[config.mk]
export PLATFORM = sky130hd
export DESIGN_NAME = wb_csr_top
export DESIGN_NICKNAME = d
export VERILOG_FILES = /design/src/hw/wb_csr_pkg.sv /design/src/hw/wb_input_reg.sv /design/src/hw/csr_file.sv /design/src/hw/csr_timer.sv /design/src/hw/wb_commit.sv /design/src/hw/wb_csr_top.sv
export VERILOG_INCLUDE_DIRS = /design/src /design/src/hw
export SDC_FILE = /design/constraint.sdc
export NUM_CORES = 1
export LEC_CHECK = 0
export BUFFER_PORTS_ARGS = -buffer_cell sky130_fd_sc_hd__buf_2
export CORE_ASPECT_RATIO = 1.2
export CORE_MARGIN = 2
export CORE_UTILIZATION = 50
export CTS_CLUSTER_DIAMETER = 100
export CTS_CLUSTER_SIZE = 12
export DETAILED_ROUTE_END_ITERATION = 10
export GPL_TIMING_DRIVEN = 0
export PLACE_DENSITY_LB_ADDON = 0.25
export SLEW_MARGIN = 20
export SYNTH_ARGS = -nofsm -noshare
export SYNTH_HDL_FRONTEND = slang
export SYNTH_SLANG_ARGS = --single-unit
[constraint.sdc]
create_clock -name clk -period 6.6 [get_ports clk]
set_clock_uncertainty 0.05 [all_clocks]
set_input_delay 1.32 -clock clk [delete_from_list [all_inputs] [get_ports clk]]
set_output_delay 1.32 -clock clk [all_outputs]
set_load 0.1 [all_outputs]
[src/hw/wb_csr_settings.svh]
`ifndef WB_CSR_SETTINGS_SVH
`define WB_CSR_SETTINGS_SVH

//////////////////////////////////////////////////////////////////////
// Datapath widths
//////////////////////////////////////////////////////////////////////

// Data and PC width
`define WB_DATA_W 32

// CSR number field of csrrd/csrwr/csrxchg
`define WB_CSR_NUM_W 14

`define WB_ECODE_W 6

`define WB_REG_ADDR_W 5

// TCFG.InitVal, the count is this field shifted left by two
`define WB_TIMER_INIT_W 30

// ESTAT.IS and ECFG.LIE
`define WB_INT_W 13

`endif

[src/hw/wb_csr_pkg.sv]
`include "wb_csr_settings.svh"

package wb_csr_pkg;

	// Instruction kind as seen by write-back
	typedef enum logic [2:0] {
		op_none,
		op_csrrd,
		op_csrwr,
		op_csrxchg,
		op_ertn,
		op_rdcntid
	} csr_op_e;

	// Architectural CSR numbers
	typedef enum logic [`WB_CSR_NUM_W-1:0] {
		csr_crmd   = 'h00,
		csr_prmd   = 'h01,
		csr_ecfg   = 'h04,
		csr_estat  = 'h05,
		csr_era    = 'h06,
		csr_eentry = 'h0c,
		csr_save0  = 'h30,
		csr_save1  = 'h31,
		csr_save2  = 'h32,
		csr_save3  = 'h33,
		csr_tid    = 'h40,
		csr_tcfg   = 'h41,
		csr_tval   = 'h42,
		csr_ticlr  = 'h44
	} csr_num_e;

	typedef enum logic [`WB_ECODE_W-1:0] {
		ecode_int = 'h00,
		ecode_sys = 'h0b,
		ecode_brk = 'h0c,
		ecode_ine = 'h0d
	} ecode_e;

endpackage

[src/hw/wb_input_reg.sv]
`timescale 1ns/100ps

`include "wb_csr_settings.svh"

module wb_input_reg
	import wb_csr_pkg::*;
(
	input  logic                      clk,
	input  logic                      reset,
	input  logic                      in_valid,
	input  logic [`WB_DATA_W-1:0]     in_pc,
	input  csr_op_e                   in_op,
	input  csr_num_e                  in_csr_num,
	input  logic [`WB_DATA_W-1:0]     in_result,
	input  logic [`WB_DATA_W-1:0]     in_mask,
	input  logic                      in_gr_we,
	input  logic [`WB_REG_ADDR_W-1:0] in_dest,
	input  logic                      in_ex,
	input  ecode_e                    in_ecode,
	input  logic                      flush,
	output logic                      allowin,
	output logic                      ws_valid,
	output logic [`WB_DATA_W-1:0]     ws_pc,
	output csr_op_e                   ws_op,
	output csr_num_e                  ws_csr_num,
	output logic [`WB_DATA_W-1:0]     ws_result,
	output logic [`WB_DATA_W-1:0]     ws_mask,
	output logic                      ws_gr_we,
	output logic [`WB_REG_ADDR_W-1:0] ws_dest,
	output logic                      ws_ex,
	output ecode_e                    ws_ecode
);

logic take;

// Register file never stalls, so every item retires in its cycle
assign allowin = 1'b1;

// Item arriving while the held one traps or returns is dropped
assign take = in_valid && !flush;

always_ff @(posedge clk) begin
	if (reset) begin
		ws_valid <= 1'b0;
		ws_op    <= op_none;
	end else if (allowin) begin
		ws_valid <= take;
		ws_op    <= take ? in_op : op_none;
	end
end

always_ff @(posedge clk) begin
	if (in_valid && allowin) begin
		ws_pc      <= in_pc;
		ws_csr_num <= in_csr_num;
		ws_result  <= in_result;
		ws_mask    <= in_mask;
		ws_gr_we   <= in_gr_we;
		ws_dest    <= in_dest;
		ws_ex      <= in_ex;
		ws_ecode   <= in_ecode;
	end
end

endmodule

[src/hw/csr_file.sv]
`timescale 1ns/100ps

`include "wb_csr_settings.svh"

module csr_file
	import wb_csr_pkg::*;
(
	input  logic                  clk,
	input  logic                  reset,
	input  logic                  ws_valid,
	input  csr_op_e               ws_op,
	input  csr_num_e              ws_csr_num,
	input  logic [`WB_DATA_W-1:0] ws_result,
	input  logic [`WB_DATA_W-1:0] ws_mask,
	input  logic [`WB_DATA_W-1:0] ws_pc,
	input  logic                  trap,
	input  ecode_e                trap_ecode,
	input  logic                  eret,
	input  logic [`WB_DATA_W-1:0] tcfg_rdata,
	input  logic [`WB_DATA_W-1:0] tval_rdata,
	input  logic                  timer_irq,
	output logic [`WB_DATA_W-1:0] csr_rdata,
	output logic [`WB_DATA_W-1:0] tid,
	output logic                  int_pending,
	output logic [`WB_DATA_W-1:0] eentry_base,
	output logic [2:0]            ecfg_vs,
	output logic [`WB_DATA_W-1:0] era,
	output logic                  tcfg_we,
	output logic                  ticlr_we,
	output logic [`WB_DATA_W-1:0] csr_wdata
);

// Timer line 11 and software lines 1:0
localparam logic [`WB_INT_W-1:0] int_lines = `WB_INT_W'h0803;

logic [1:0]               crmd_plv;
logic                     crmd_ie;
logic [1:0]               prmd_pplv;
logic                     prmd_pie;
logic [`WB_INT_W-1:0]     ecfg_lie;
logic [1:0]               estat_is_sw;
ecode_e                   estat_ecode;
logic [`WB_INT_W-1:0]     estat_is;
logic [`WB_DATA_W-1:12]   eentry_va;
logic [`WB_DATA_W-1:0]    save [4];
logic                     csr_we;

always_comb begin
	estat_is = '0;
	estat_is[11] = timer_irq;
	estat_is[1:0] = estat_is_sw;
end

assign eentry_base = {eentry_va, 12'b0};

//////////////////////////////////////////////////////////////////////
// Read mux, reserved fields read as zero
//////////////////////////////////////////////////////////////////////

always_comb begin
	case (ws_csr_num)
		csr_crmd:   csr_rdata = {{(`WB_DATA_W-3){1'b0}}, crmd_ie, crmd_plv};
		csr_prmd:   csr_rdata = {{(`WB_DATA_W-3){1'b0}}, prmd_pie, prmd_pplv};
		csr_ecfg:   csr_rdata = {{(`WB_DATA_W-19){1'b0}}, ecfg_vs,
				{(16-`WB_INT_W){1'b0}}, ecfg_lie};
		csr_estat:  csr_rdata = {{(`WB_DATA_W-16-`WB_ECODE_W){1'b0}}, estat_ecode,
				{(16-`WB_INT_W){1'b0}}, estat_is};
		csr_era:    csr_rdata = era;
		csr_eentry: csr_rdata = eentry_base;
		csr_save0,
		csr_save1,
		csr_save2,
		csr_save3:  csr_rdata = save[ws_csr_num[1:0]];
		csr_tid:    csr_rdata = tid;
		csr_tcfg:   csr_rdata = tcfg_rdata;
		csr_tval:   csr_rdata = tval_rdata;
		default:    csr_rdata = '0;
	endcase
end

// Exchange keeps the old bits where the mask is clear
assign csr_wdata = (ws_op == op_csrxchg) ?
	((ws_mask & ws_result) | (~ws_mask & csr_rdata)) : ws_result;

// An item that traps leaves the CSRs alone
assign csr_we = ws_valid && !trap && (ws_op == op_csrwr || ws_op == op_csrxchg);

assign tcfg_we  = csr_we && (ws_csr_num == csr_tcfg);
assign ticlr_we = csr_we && (ws_csr_num == csr_ticlr);

//////////////////////////////////////////////////////////////////////
// Mode and interrupt control
//////////////////////////////////////////////////////////////////////

always_ff @(posedge clk) begin
	if (reset) begin
		crmd_plv  <= 2'b0;
		crmd_ie   <= 1'b0;
		prmd_pplv <= 2'b0;
		prmd_pie  <= 1'b0;
	end else if (trap) begin
		prmd_pplv <= crmd_plv;
		prmd_pie  <= crmd_ie;
		crmd_plv  <= 2'b0;
		crmd_ie   <= 1'b0;
	end else if (eret) begin
		crmd_plv <= prmd_pplv;
		crmd_ie  <= prmd_pie;
	end else if (csr_we && ws_csr_num == csr_crmd) begin
		crmd_plv <= csr_wdata[1:0];
		crmd_ie  <= csr_wdata[2];
	end else if (csr_we && ws_csr_num == csr_prmd) begin
		prmd_pplv <= csr_wdata[1:0];
		prmd_pie  <= csr_wdata[2];
	end
end

always_ff @(posedge clk) begin
	if (reset) begin
		ecfg_lie    <= '0;
		ecfg_vs     <= 3'b0;
		estat_is_sw <= 2'b0;
	end else if (csr_we && ws_csr_num == csr_ecfg) begin
		ecfg_lie <= csr_wdata[`WB_INT_W-1:0] & int_lines;
		ecfg_vs  <= csr_wdata[18:16];
	end else if (csr_we && ws_csr_num == csr_estat) begin
		estat_is_sw <= csr_wdata[1:0];
	end
end

assign int_pending = |(estat_is & ecfg_lie) && crmd_ie;

//////////////////////////////////////////////////////////////////////
// Data CSRs
//////////////////////////////////////////////////////////////////////

always_ff @(posedge clk) begin
	if (trap) begin
		estat_ecode <= trap_ecode;
		era         <= ws_pc;
	end else if (csr_we && ws_csr_num == csr_era) begin
		era <= csr_wdata;
	end
end

always_ff @(posedge clk) begin
	if (csr_we) begin
		case (ws_csr_num)
			csr_eentry: eentry_va <= csr_wdata[`WB_DATA_W-1:12];
			csr_save0,
			csr_save1,
			csr_save2,
			csr_save3:  save[ws_csr_num[1:0]] <= csr_wdata;
			csr_tid:    tid <= csr_wdata;
			default:    ;
		endcase
	end
end

// Commit logic must never report a trap and a return at once
trap_eret_excl: assert property (
	@(posedge clk) disable iff (reset)
	!(trap && eret)
);

endmodule

[src/hw/csr_timer.sv]
`timescale 1ns/100ps

`include "wb_csr_settings.svh"

module csr_timer
	import wb_csr_pkg::*;
(
	input  logic                  clk,
	input  logic                  reset,
	input  logic                  tcfg_we,
	input  logic                  ticlr_we,
	input  logic [`WB_DATA_W-1:0] csr_wdata,
	output logic [`WB_DATA_W-1:0] tcfg_rdata,
	output logic [`WB_DATA_W-1:0] tval_rdata,
	output logic                  timer_irq
);

logic                        tcfg_en;
logic                        tcfg_periodic;
logic [`WB_TIMER_INIT_W-1:0] tcfg_initval;
logic [`WB_DATA_W-1:0]       tval;
logic                        running;
logic                        expired;

// Counter hit zero in this cycle
assign expired = running && (tval == '0);

always_ff @(posedge clk) begin
	if (reset) begin
		tcfg_en       <= 1'b0;
		tcfg_periodic <= 1'b0;
		tcfg_initval  <= '0;
		tval          <= '0;
		running       <= 1'b0;
	end else if (tcfg_we) begin
		tcfg_en       <= csr_wdata[0];
		tcfg_periodic <= csr_wdata[1];
		tcfg_initval  <= csr_wdata[`WB_DATA_W-1:2];
		tval          <= {csr_wdata[`WB_DATA_W-1:2], 2'b00};
		running       <= csr_wdata[0];
	end else if (expired) begin
		// Periodic reloads, one-shot holds at zero
		if (tcfg_periodic) begin
			tval <= {tcfg_initval, 2'b00};
		end else begin
			running <= 1'b0;
		end
	end else if (running) begin
		tval <= tval - 1'b1;
	end
end

always_ff @(posedge clk) begin
	if (reset) begin
		timer_irq <= 1'b0;
	end else if (ticlr_we && csr_wdata[0]) begin
		timer_irq <= 1'b0;
	end else if (expired) begin
		timer_irq <= 1'b1;
	end
end

assign tcfg_rdata = {tcfg_initval, tcfg_periodic, tcfg_en};
assign tval_rdata = tval;

tval_frozen_when_off: assert property (
	@(posedge clk) disable iff (reset)
	(!tcfg_en && !tcfg_we) |=> $stable(tval)
);

endmodule

[src/hw/wb_commit.sv]
`timescale 1ns/100ps

`include "wb_csr_settings.svh"

module wb_commit
	import wb_csr_pkg::*;
(
	input  logic                      ws_valid,
	input  csr_op_e                   ws_op,
	input  logic                      ws_ex,
	input  ecode_e                    ws_ecode,
	input  logic                      ws_gr_we,
	input  logic [`WB_REG_ADDR_W-1:0] ws_dest,
	input  logic [`WB_DATA_W-1:0]     ws_result,
	input  logic [`WB_DATA_W-1:0]     csr_rdata,
	input  logic [`WB_DATA_W-1:0]     tid,
	input  logic                      int_pending,
	input  logic [`WB_DATA_W-1:0]     eentry_base,
	input  logic [2:0]                ecfg_vs,
	input  logic [`WB_DATA_W-1:0]     era,
	output logic                      trap,
	output ecode_e                    trap_ecode,
	output logic                      eret,
	output logic                      flush,
	output logic [`WB_DATA_W-1:0]     flush_pc,
	output logic                      rf_we,
	output logic [`WB_REG_ADDR_W-1:0] rf_waddr,
	output logic [`WB_DATA_W-1:0]     rf_wdata
);

logic [`WB_DATA_W-1:0] trap_entry;

//////////////////////////////////////////////////////////////////////
// Trap and return decision
//////////////////////////////////////////////////////////////////////

// Interrupt wins over the exception carried by the item
assign trap       = ws_valid && (ws_ex || int_pending);
assign trap_ecode = int_pending ? ecode_int : ws_ecode;
assign eret       = ws_valid && (ws_op == op_ertn) && !trap;
assign flush      = trap || eret;

// Vectored entry spaces handlers by four bytes per ecode
assign trap_entry = (ecfg_vs == 3'b0) ? eentry_base :
	eentry_base + {{(`WB_DATA_W-`WB_ECODE_W-2){1'b0}}, trap_ecode, 2'b00};

assign flush_pc = trap ? trap_entry : era;

//////////////////////////////////////////////////////////////////////
// Register file port
//////////////////////////////////////////////////////////////////////

always_comb begin
	case (ws_op)
		op_csrrd,
		op_csrwr,
		op_csrxchg: rf_wdata = csr_rdata;
		op_rdcntid: rf_wdata = tid;
		default:    rf_wdata = ws_result;
	endcase
end

assign rf_we    = ws_valid && ws_gr_we && !trap;
assign rf_waddr = ws_dest;

endmodule

[src/hw/wb_csr_top.sv]
`timescale 1ns/100ps

`include "wb_csr_settings.svh"

module wb_csr_top (
	input  logic                      clk,
	input  logic                      reset,
	input  logic                      in_valid,
	input  logic [`WB_DATA_W-1:0]     in_pc,
	input  wb_csr_pkg::csr_op_e       in_op,
	input  wb_csr_pkg::csr_num_e      in_csr_num,
	input  logic [`WB_DATA_W-1:0]     in_result,
	input  logic [`WB_DATA_W-1:0]     in_mask,
	input  logic                      in_gr_we,
	input  logic [`WB_REG_ADDR_W-1:0] in_dest,
	input  logic                      in_ex,
	input  wb_csr_pkg::ecode_e        in_ecode,
	output logic                      allowin,
	output logic                      rf_we,
	output logic [`WB_REG_ADDR_W-1:0] rf_waddr,
	output logic [`WB_DATA_W-1:0]     rf_wdata,
	output logic                      flush,
	output logic [`WB_DATA_W-1:0]     flush_pc
);

// Held item
logic                      ws_valid;
logic [`WB_DATA_W-1:0]     ws_pc;
wb_csr_pkg::csr_op_e       ws_op;
wb_csr_pkg::csr_num_e      ws_csr_num;
logic [`WB_DATA_W-1:0]     ws_result;
logic [`WB_DATA_W-1:0]     ws_mask;
logic                      ws_gr_we;
logic [`WB_REG_ADDR_W-1:0] ws_dest;
logic                      ws_ex;
wb_csr_pkg::ecode_e        ws_ecode;

// CSR side
logic [`WB_DATA_W-1:0]     csr_rdata;
logic [`WB_DATA_W-1:0]     tid;
logic                      int_pending;
logic [`WB_DATA_W-1:0]     eentry_base;
logic [2:0]                ecfg_vs;
logic [`WB_DATA_W-1:0]     era;
logic                      trap;
wb_csr_pkg::ecode_e        trap_ecode;
logic                      eret;

// Timer side
logic                      tcfg_we;
logic                      ticlr_we;
logic [`WB_DATA_W-1:0]     csr_wdata;
logic [`WB_DATA_W-1:0]     tcfg_rdata;
logic [`WB_DATA_W-1:0]     tval_rdata;
logic                      timer_irq;

wb_input_reg u_input_reg (
	.clk        (clk),
	.reset      (reset),
	.in_valid   (in_valid),
	.in_pc      (in_pc),
	.in_op      (in_op),
	.in_csr_num (in_csr_num),
	.in_result  (in_result),
	.in_mask    (in_mask),
	.in_gr_we   (in_gr_we),
	.in_dest    (in_dest),
	.in_ex      (in_ex),
	.in_ecode   (in_ecode),
	.flush      (flush),
	.allowin    (allowin),
	.ws_valid   (ws_valid),
	.ws_pc      (ws_pc),
	.ws_op      (ws_op),
	.ws_csr_num (ws_csr_num),
	.ws_result  (ws_result),
	.ws_mask    (ws_mask),
	.ws_gr_we   (ws_gr_we),
	.ws_dest    (ws_dest),
	.ws_ex      (ws_ex),
	.ws_ecode   (ws_ecode)
);

csr_file u_csr_file (
	.clk         (clk),
	.reset       (reset),
	.ws_valid    (ws_valid),
	.ws_op       (ws_op),
	.ws_csr_num  (ws_csr_num),
	.ws_result   (ws_result),
	.ws_mask     (ws_mask),
	.ws_pc       (ws_pc),
	.trap        (trap),
	.trap_ecode  (trap_ecode),
	.eret        (eret),
	.tcfg_rdata  (tcfg_rdata),
	.tval_rdata  (tval_rdata),
	.timer_irq   (timer_irq),
	.csr_rdata   (csr_rdata),
	.tid         (tid),
	.int_pending (int_pending),
	.eentry_base (eentry_base),
	.ecfg_vs     (ecfg_vs),
	.era         (era),
	.tcfg_we     (tcfg_we),
	.ticlr_we    (ticlr_we),
	.csr_wdata   (csr_wdata)
);

csr_timer u_csr_timer (
	.clk        (clk),
	.reset      (reset),
	.tcfg_we    (tcfg_we),
	.ticlr_we   (ticlr_we),
	.csr_wdata  (csr_wdata),
	.tcfg_rdata (tcfg_rdata),
	.tval_rdata (tval_rdata),
	.timer_irq  (timer_irq)
);

wb_commit u_commit (
	.ws_valid    (ws_valid),
	.ws_op       (ws_op),
	.ws_ex       (ws_ex),
	.ws_ecode    (ws_ecode),
	.ws_gr_we    (ws_gr_we),
	.ws_dest     (ws_dest),
	.ws_result   (ws_result),
	.csr_rdata   (csr_rdata),
	.tid         (tid),
	.int_pending (int_pending),
	.eentry_base (eentry_base),
	.ecfg_vs     (ecfg_vs),
	.era         (era),
	.trap        (trap),
	.trap_ecode  (trap_ecode),
	.eret        (eret),
	.flush       (flush),
	.flush_pc    (flush_pc),
	.rf_we       (rf_we),
	.rf_waddr    (rf_waddr),
	.rf_wdata    (rf_wdata)
);

endmodule

Yosys cells after proc, flatten, opt, wreduce, memory -nomap -nowiden
Memories as Yosys holds them, arrays and structs flattened. A register that Yosys moved wholly into a read port is not among the register bits.
Index checks and enable logic that the tools add are counted.
Widths: inputs -> output; s select.
- register bits: 297
- memory bits (writable): 128
- output and inout bits: 72
- memories kept: 1
- add/subtract/negate cells: 2
- eq/ne operators: 23
- multiplexer cells: 31
- bitwise gates (word level): 7
- reduce and logical (&&, ||, !) cells: 46
- memory list (memory ; words ; bits a word ; read ports ; clocked after memory_dff ; write ports ; line ; RTL):
    u_csr_file.save ; 4 ; 32 ; 1 ; 1 ; 1 ; csr_file.sv:45 ; logic [`WB_DATA_W-1:0] save [4];
- operator list (cell ; count):
    $pmux 32 s10 ; 1
    $mux 32 ; 9
    $and 32x32->32 ; 2
    $pmux 32 s2 ; 1
    $eq 14x6->1 const B ; 4
    $eq 14x7->1 const B ; 4
    $eq 14x3->1 const B ; 3
    $add 32x8->32 ; 1
    $logic_not 32->1 ; 1
    $not 32->32 ; 1
    $or 32x32->32 ; 1
    $sub 32x1->32 const B ; 1
    $logic_and 1x1->1 ; 18
    $eq 14x1->1 const B ; 1
    $eq 14x4->1 const B ; 1
    $logic_not 14->1 ; 1
    $mux 2 ; 7
    $reduce_or 13->1 ; 1
    $and 12x12->12 ; 1
    $mux 1 ; 12
    $reduce_and 2->1 ; 6
    $reduce_bool 2->1 ; 5
    $reduce_or 2->1 ; 4
    $eq 3x2->1 const B ; 2
    other kinds (14) ; 21

Longest topological paths before layout
- word-level depth: 13
- depth in mapped cells: 10

Cells and area by module
Synthesis repeated with hierarchy kept, for this count alone.
- cells, all modules: 1705
- area total of the unflattened synthesis: 20297.0 um2
- modules (own cells, without submodules) (module ; times used ; cells each ; area each (um2)):
    csr_file ; 1 ; 833 ; 11096.9
    wb_input_reg ; 1 ; 133 ; 3829.9
    csr_timer ; 1 ; 424 ; 3512.1
    wb_commit ; 1 ; 315 ; 1858.0

Least setup slack after synthesis
No wires, ideal clock.
- path type: register to output
- start: reg u_input_reg.ws_csr_num[5]
- end: out rf_wdata[13]
- arrival: 4180 ps
- slack: 1050 ps
- cell stages (with the launch flop): 8
- path through: edfxtp_1 or4b_2 clkbuf_1 nor4_4 buf_2 nand2_1 and3b_1 o21ai_0
- word-level cells in the longest chain between the ends: 4
- elaborated cells between the ends (all ways): 16
- those cells by class: eq/ne (12); mux (2); reduce/logical (2)
- ends and longest elaborated chain (what ; line ; RTL):
    start, declared ; wb_input_reg.sv:25 ; output csr_num_e ws_csr_num,
    start signal, assigned ; wb_input_reg.sv:55 ; ws_csr_num <= in_csr_num;
    $eq 14x6->1 ; csr_file.sv:61 ; case (ws_csr_num)
    $reduce_or 4->1 ; csr_file.sv:61 ;
    $pmux 32 s10 (*) ; csr_file.sv:61 ;
    $pmux 32 s2 (*) ; wb_commit.sv:54 ; case (ws_op)
    end, declared ; wb_csr_top.sv:21 ; output logic [`WB_DATA_W-1:0] rf_wdata,
Mark *: on every way between the ends. The rest lies on a longest branch, timed or not.

Final worst setup path
- start: reg u_input_reg.ws_csr_num[3]
- end: out rf_wdata[10]
The elaborated chain is that of the path after synthesis.

==> parameters.txt <==
Parameter                              Value

Worst setup path
  Count of cells along the worst register-to-register path    10
  Cell with the largest stage delay on the worst path    nor2_1
  Register-to-register path setup slack    ~2000 ps
  Launching element type of the critical path    register
  Maximum cell stage delay along the critical path    ~750 ps
  Startpoint-to-endpoint class of the critical path    reg -> out
  Critical path data arrival time    4670 ps
  Worst setup startpoint    u_input_reg.ws_csr_num[3]$_DFFE_PP_
  Number of buffers and inverters on the critical path    4
  Depth of the critical timing path with buffers and inverters included    9
  Largest fanout of any net on the critical path    10
  Worst flop-to-flop path startpoint    u_input_reg.ws_csr_num[3]$_DFFE_PP_
  Endpoint of the worst setup timing path    rf_wdata[10]
  Worst path required time    roughly 5200 ps
  Most frequent cell on the critical path    buf_2
  Critical Path, Cell by Cell    buf_2, nor2_1, and4_1, clkbuf_1, buf_2, a22oi_1, and3_1, o21ai_0, buf_2
  Critical register-to-register path endpoint    u_csr_file.era[6]$_DFFE_PP_
  Worst Setup End Kind    output pin
  Top Family by Delay on Critical Path    buffers and inverters

Power and ir drop
  Ratio of total power to cell area    approximately 270 nW/µm²
  Static Leakage    just under 0.008 µW
  Maximum vdd ir drop    255.1 µV

Clock tree
  CTS Root Cell    clkbuf_16
  Number of clock sinks    427
  Maximum buffer depth of the clock tree    3
  Number of resized instances in the post-cts repair step    0
  Total clock buffers created by CTS    41
  Number of hold-repair buffers added at the cts stage    0
  TritonCTS clock tree    yes
  Worst skew pair latency    580 ps
  CTS H-Tree Depth    2
  Clock edge transition at the registers on the reported setup and hold paths    60 ps
  Buffers inserted by post-CTS timing repair    0

Synthesis
  Flops & latches, synth    427
  Synth async-reset ratio    0
  Netlist area before placement    19060 µm²
  Syn Nets    1671
  Part of the Yosys area used for sequential elements    0.6276
  Number of warnings printed during yosys synthesis    0
  Synthesized instance count    about 1500
  Synthesized area per cell    12.37 µm²
  Number of enable flip-flop cells after synthesis    around 340
  Main synth FF type    edfxtp_1
  Distinct cell type count after synthesis    83

Route
  Drt pass-1 iters    6
  Overall routed net length    74470 µm
  Post-route antenna net violation count    0
  Vias per inst    approximately 7
  Number of DRC markers after the initial detailed-route iteration    2511
  Final routed DRC violation total    0
  DR WL/cell    roughly 32 µm
  Vias post-DR    roughly 16000

Global routing
  Via count of the first global-routing pass    15110
  Pin count of the biggest net entering global routing    85
  First-pass GRT wire length    roughly 100000 µm
  Antenna violations before repair    1
  Congestion Overflow GR    0
  Global router's overall resource usage    0.3732

Final layout
  Number of inserted filler cells in the final layout    3049
  Number of nets in the final layout    1941
  Commonest cells after routing, fill and taps aside    341 x edfxtp_1, 210 x buf_2, 200 x nand2_1
  Share of final-layout standard cells stronger than drive strength 1    0.2113
  Antenna Cells    0
  Cell area after layout    roughly 22000 µm²
  Final core occ    0.5901
  Layout Area Growth over Synthesis    16.64%
  Most common cell after layout, fill and taps aside    edfxtp_1

Timing
  Unrepaired setup endpoints after global routing    false
  Total negative setup slack    0 ps
  Tightest slew margin relative to the limit    0.1420
  Slew of the pin with the lowest slew margin    roughly 1300 ps
  Final Setup Violations    0
  Slack of the critical path    562.5 ps
  Tmin final    6038 ps
  Final hold violation count    0
  Crit share post-route    0.9148
  Number of pins with negative max-slew slack in the final report    0
  Highest achievable clock rate    165.6 MHz

Floorplanning
  Chip Height    217.9 µm
  Width of the die    182.2 µm
  Placement Rows    78
  Effective utilization at floorplan    0.5059
  I/O pin cnt    201
  Core box area    roughly 38000 µm²
  Die Outline Area    39700 µm²

Placement
  Port Buffer Count    199
  Placed standard-cell area    21020 µm²
  Routability congestion estimate from global placement    between 1 and 1.5
  Post-placement worst setup slack    1368 ps
  Detail Placement HPWL    55380 µm

Worst hold path
  Class of the tightest hold or removal check    reg -> reg

Run status
  Run status    completed

Flow run
  Max-cap violation count    0
## Yosys cell counts (7+ instances only)
cell type | count | area share
edfxtp_1 | 341 | 0.54
nand2_1 | 201 | 0.040
nor2_1 | 91 | 0.018
o21ai_0 | 87 | 0.023
dfxtp_1 | 86 | 0.090
clkbuf_1 | 74 | 0.015
a22oi_1 | 58 | 0.023
a21oi_1 | 54 | 0.014
nand3_1 | 47 | 0.012
mux4_2 | 32 | 0.038
inv_1 | 25 | 0.0049
and2_1 | 24 | 0.0079
nor4_1 | 24 | 0.0079
a31oi_1 | 22 | 0.0072
mux2_2 | 19 | 0.011
nor3_1 | 19 | 0.0050
a221o_1 | 17 | 0.0089
mux2i_1 | 17 | 0.0089
nand4_1 | 17 | 0.0056
a211oi_1 | 16 | 0.0063
a22o_1 | 16 | 0.0074
o211ai_1 | 13 | 0.0051
o2bb2ai_1 | 12 | 0.0055
and3_1 | 11 | 0.0036
or4_1 | 11 | 0.0043
buf_2 | 10 | 0.0026
a21o_1 | 9 | 0.0035
a222oi_1 | 9 | 0.0047
nand2b_1 | 9 | 0.0030
nand3b_1 | 9 | 0.0035
a2bb2oi_1 | 8 | 0.0037
o31ai_1 | 8 | 0.0032
o21a_1 | 7 | 0.0028
or3_1 | 7 | 0.0023
## worst min-delay path by stage
stage                                                to  slack, ps                                     start  cells after the start
4_1_cts        u_csr_timer.tcfg_initval[6]$_SDFFE_PP0P_        410  u_csr_timer.tcfg_initval[6]$_SDFFE_PP0P_                      2
2_1_floorplan          u_csr_timer.tcfg_en$_SDFFE_PP0P_        370          u_csr_timer.tcfg_en$_SDFFE_PP0P_                      2
3_5_place_dp   u_csr_timer.tcfg_initval[6]$_SDFFE_PP0P_        400  u_csr_timer.tcfg_initval[6]$_SDFFE_PP0P_                      2
3_3_place_gp           u_csr_timer.tcfg_en$_SDFFE_PP0P_        380          u_csr_timer.tcfg_en$_SDFFE_PP0P_                      2
5_1_grt                u_csr_timer.tcfg_en$_SDFFE_PP0P_        440          u_csr_timer.tcfg_en$_SDFFE_PP0P_                      2
6_report       u_csr_timer.tcfg_initval[6]$_SDFFE_PP0P_        420  u_csr_timer.tcfg_initval[6]$_SDFFE_PP0P_                      2
## metal layers
metal | up-vias | wire [µm] | GRT usage | share of wire
met4 | 0 | 5152 | 0.2191 | 0.069
met2 | 1213 | 33000 | 0.5714 | 0.44
li1 | 6562 | - | - | -
met3 | 302 | 8614 | 0.08150 | 0.12
met5 | - | 0 | 0 | 0
met1 | 7748 | 27710 | 0.4925 | 0.37
## sequential cells by signal, summed over array words and instances (netlist names), 2 cells and up, named ones only
| signal | cells |
|---|---|
| u_csr_file.save | 128 |
| u_csr_file.era | 32 |
| u_csr_file.tid | 32 |
| u_csr_timer.tval_rdata | 32 |
| u_input_reg.ws_mask | 32 |
| u_input_reg.ws_pc | 32 |
| u_input_reg.ws_result | 32 |
| u_csr_timer.tcfg_initval | 30 |
| u_csr_file.eentry_va | 20 |
| u_input_reg.ws_csr_num | 14 |
| u_csr_file.estat_ecode | 6 |
| u_input_reg.ws_ecode | 6 |
| u_input_reg.ws_dest | 5 |
| u_csr_file.ecfg_lie | 3 |
| u_csr_file.ecfg_vs | 3 |
| u_input_reg.ws_op | 3 |
| u_csr_file.crmd_plv | 2 |
| u_csr_file.estat_is_sw | 2 |
| u_csr_file.prmd_pplv | 2 |
## final cells by class
| cell class | count | area (µm²) | share of cell area |
|---|---|---|---|
| clock buffer | 66 | 1162 | 0.05229 |
| buffer | 99 | 467.9 | 0.02105 |
| tap | 480 | 600.6 | 0.02702 |
| sequential | 427 | 11960 | 0.5381 |
| clock inverter | 2 | 16.27 | 0.0007317 |
| multi-input combinational | 989 | 6660 | 0.2996 |
| timing repair buffer | 227 | 1264 | 0.05685 |
| inverter | 26 | 97.59 | 0.004390 |
## cells by family (layout without fill, tap and decap cells)
| kind of cell | count (synthesis) | in the layout | share of synthesized area |
|---|---|---|---|
| buffers and inverters | 125 | 420 | 0.02954 |
| other | 1 | 1 | 0.0001968 |
| adders and majority gates | 1 | 1 | 0.0006564 |
| AOI/OAI and AO/OA | 394 | 394 | 0.1458 |
| xor gates and xnor gates | 4 | 4 | 0.001839 |
| muxes | 68 | 68 | 0.05797 |
| DFF | 427 | 427 | 0.6276 |
| and+or+nand+nor | 521 | 521 | 0.1364 |
## where the power goes
part	switching, µW	total (µW)	internal, µW
registers	49.8	3050	3000
clock network	1000	2200	1200
logic	567	727	160
## worst min-delay path, stage by stage (launching register included)
cell and delay, ps:
dfxtp_1 320, nand2_1 60, nand2_1 40
## through the flow
stage,total power (µW),cells,hold WS [ps]
6_report,5978,2316,421.1
5_1_grt,6112,2316,443.8
4_1_cts,5963,2316,410.4
3_5_place_dp,3815,2248,400.0
3_3_place_gp,3800,2220,380.1
2_1_floorplan,3556,1541,366.8
No activity file was read; power rests on OpenSTA's default activity.
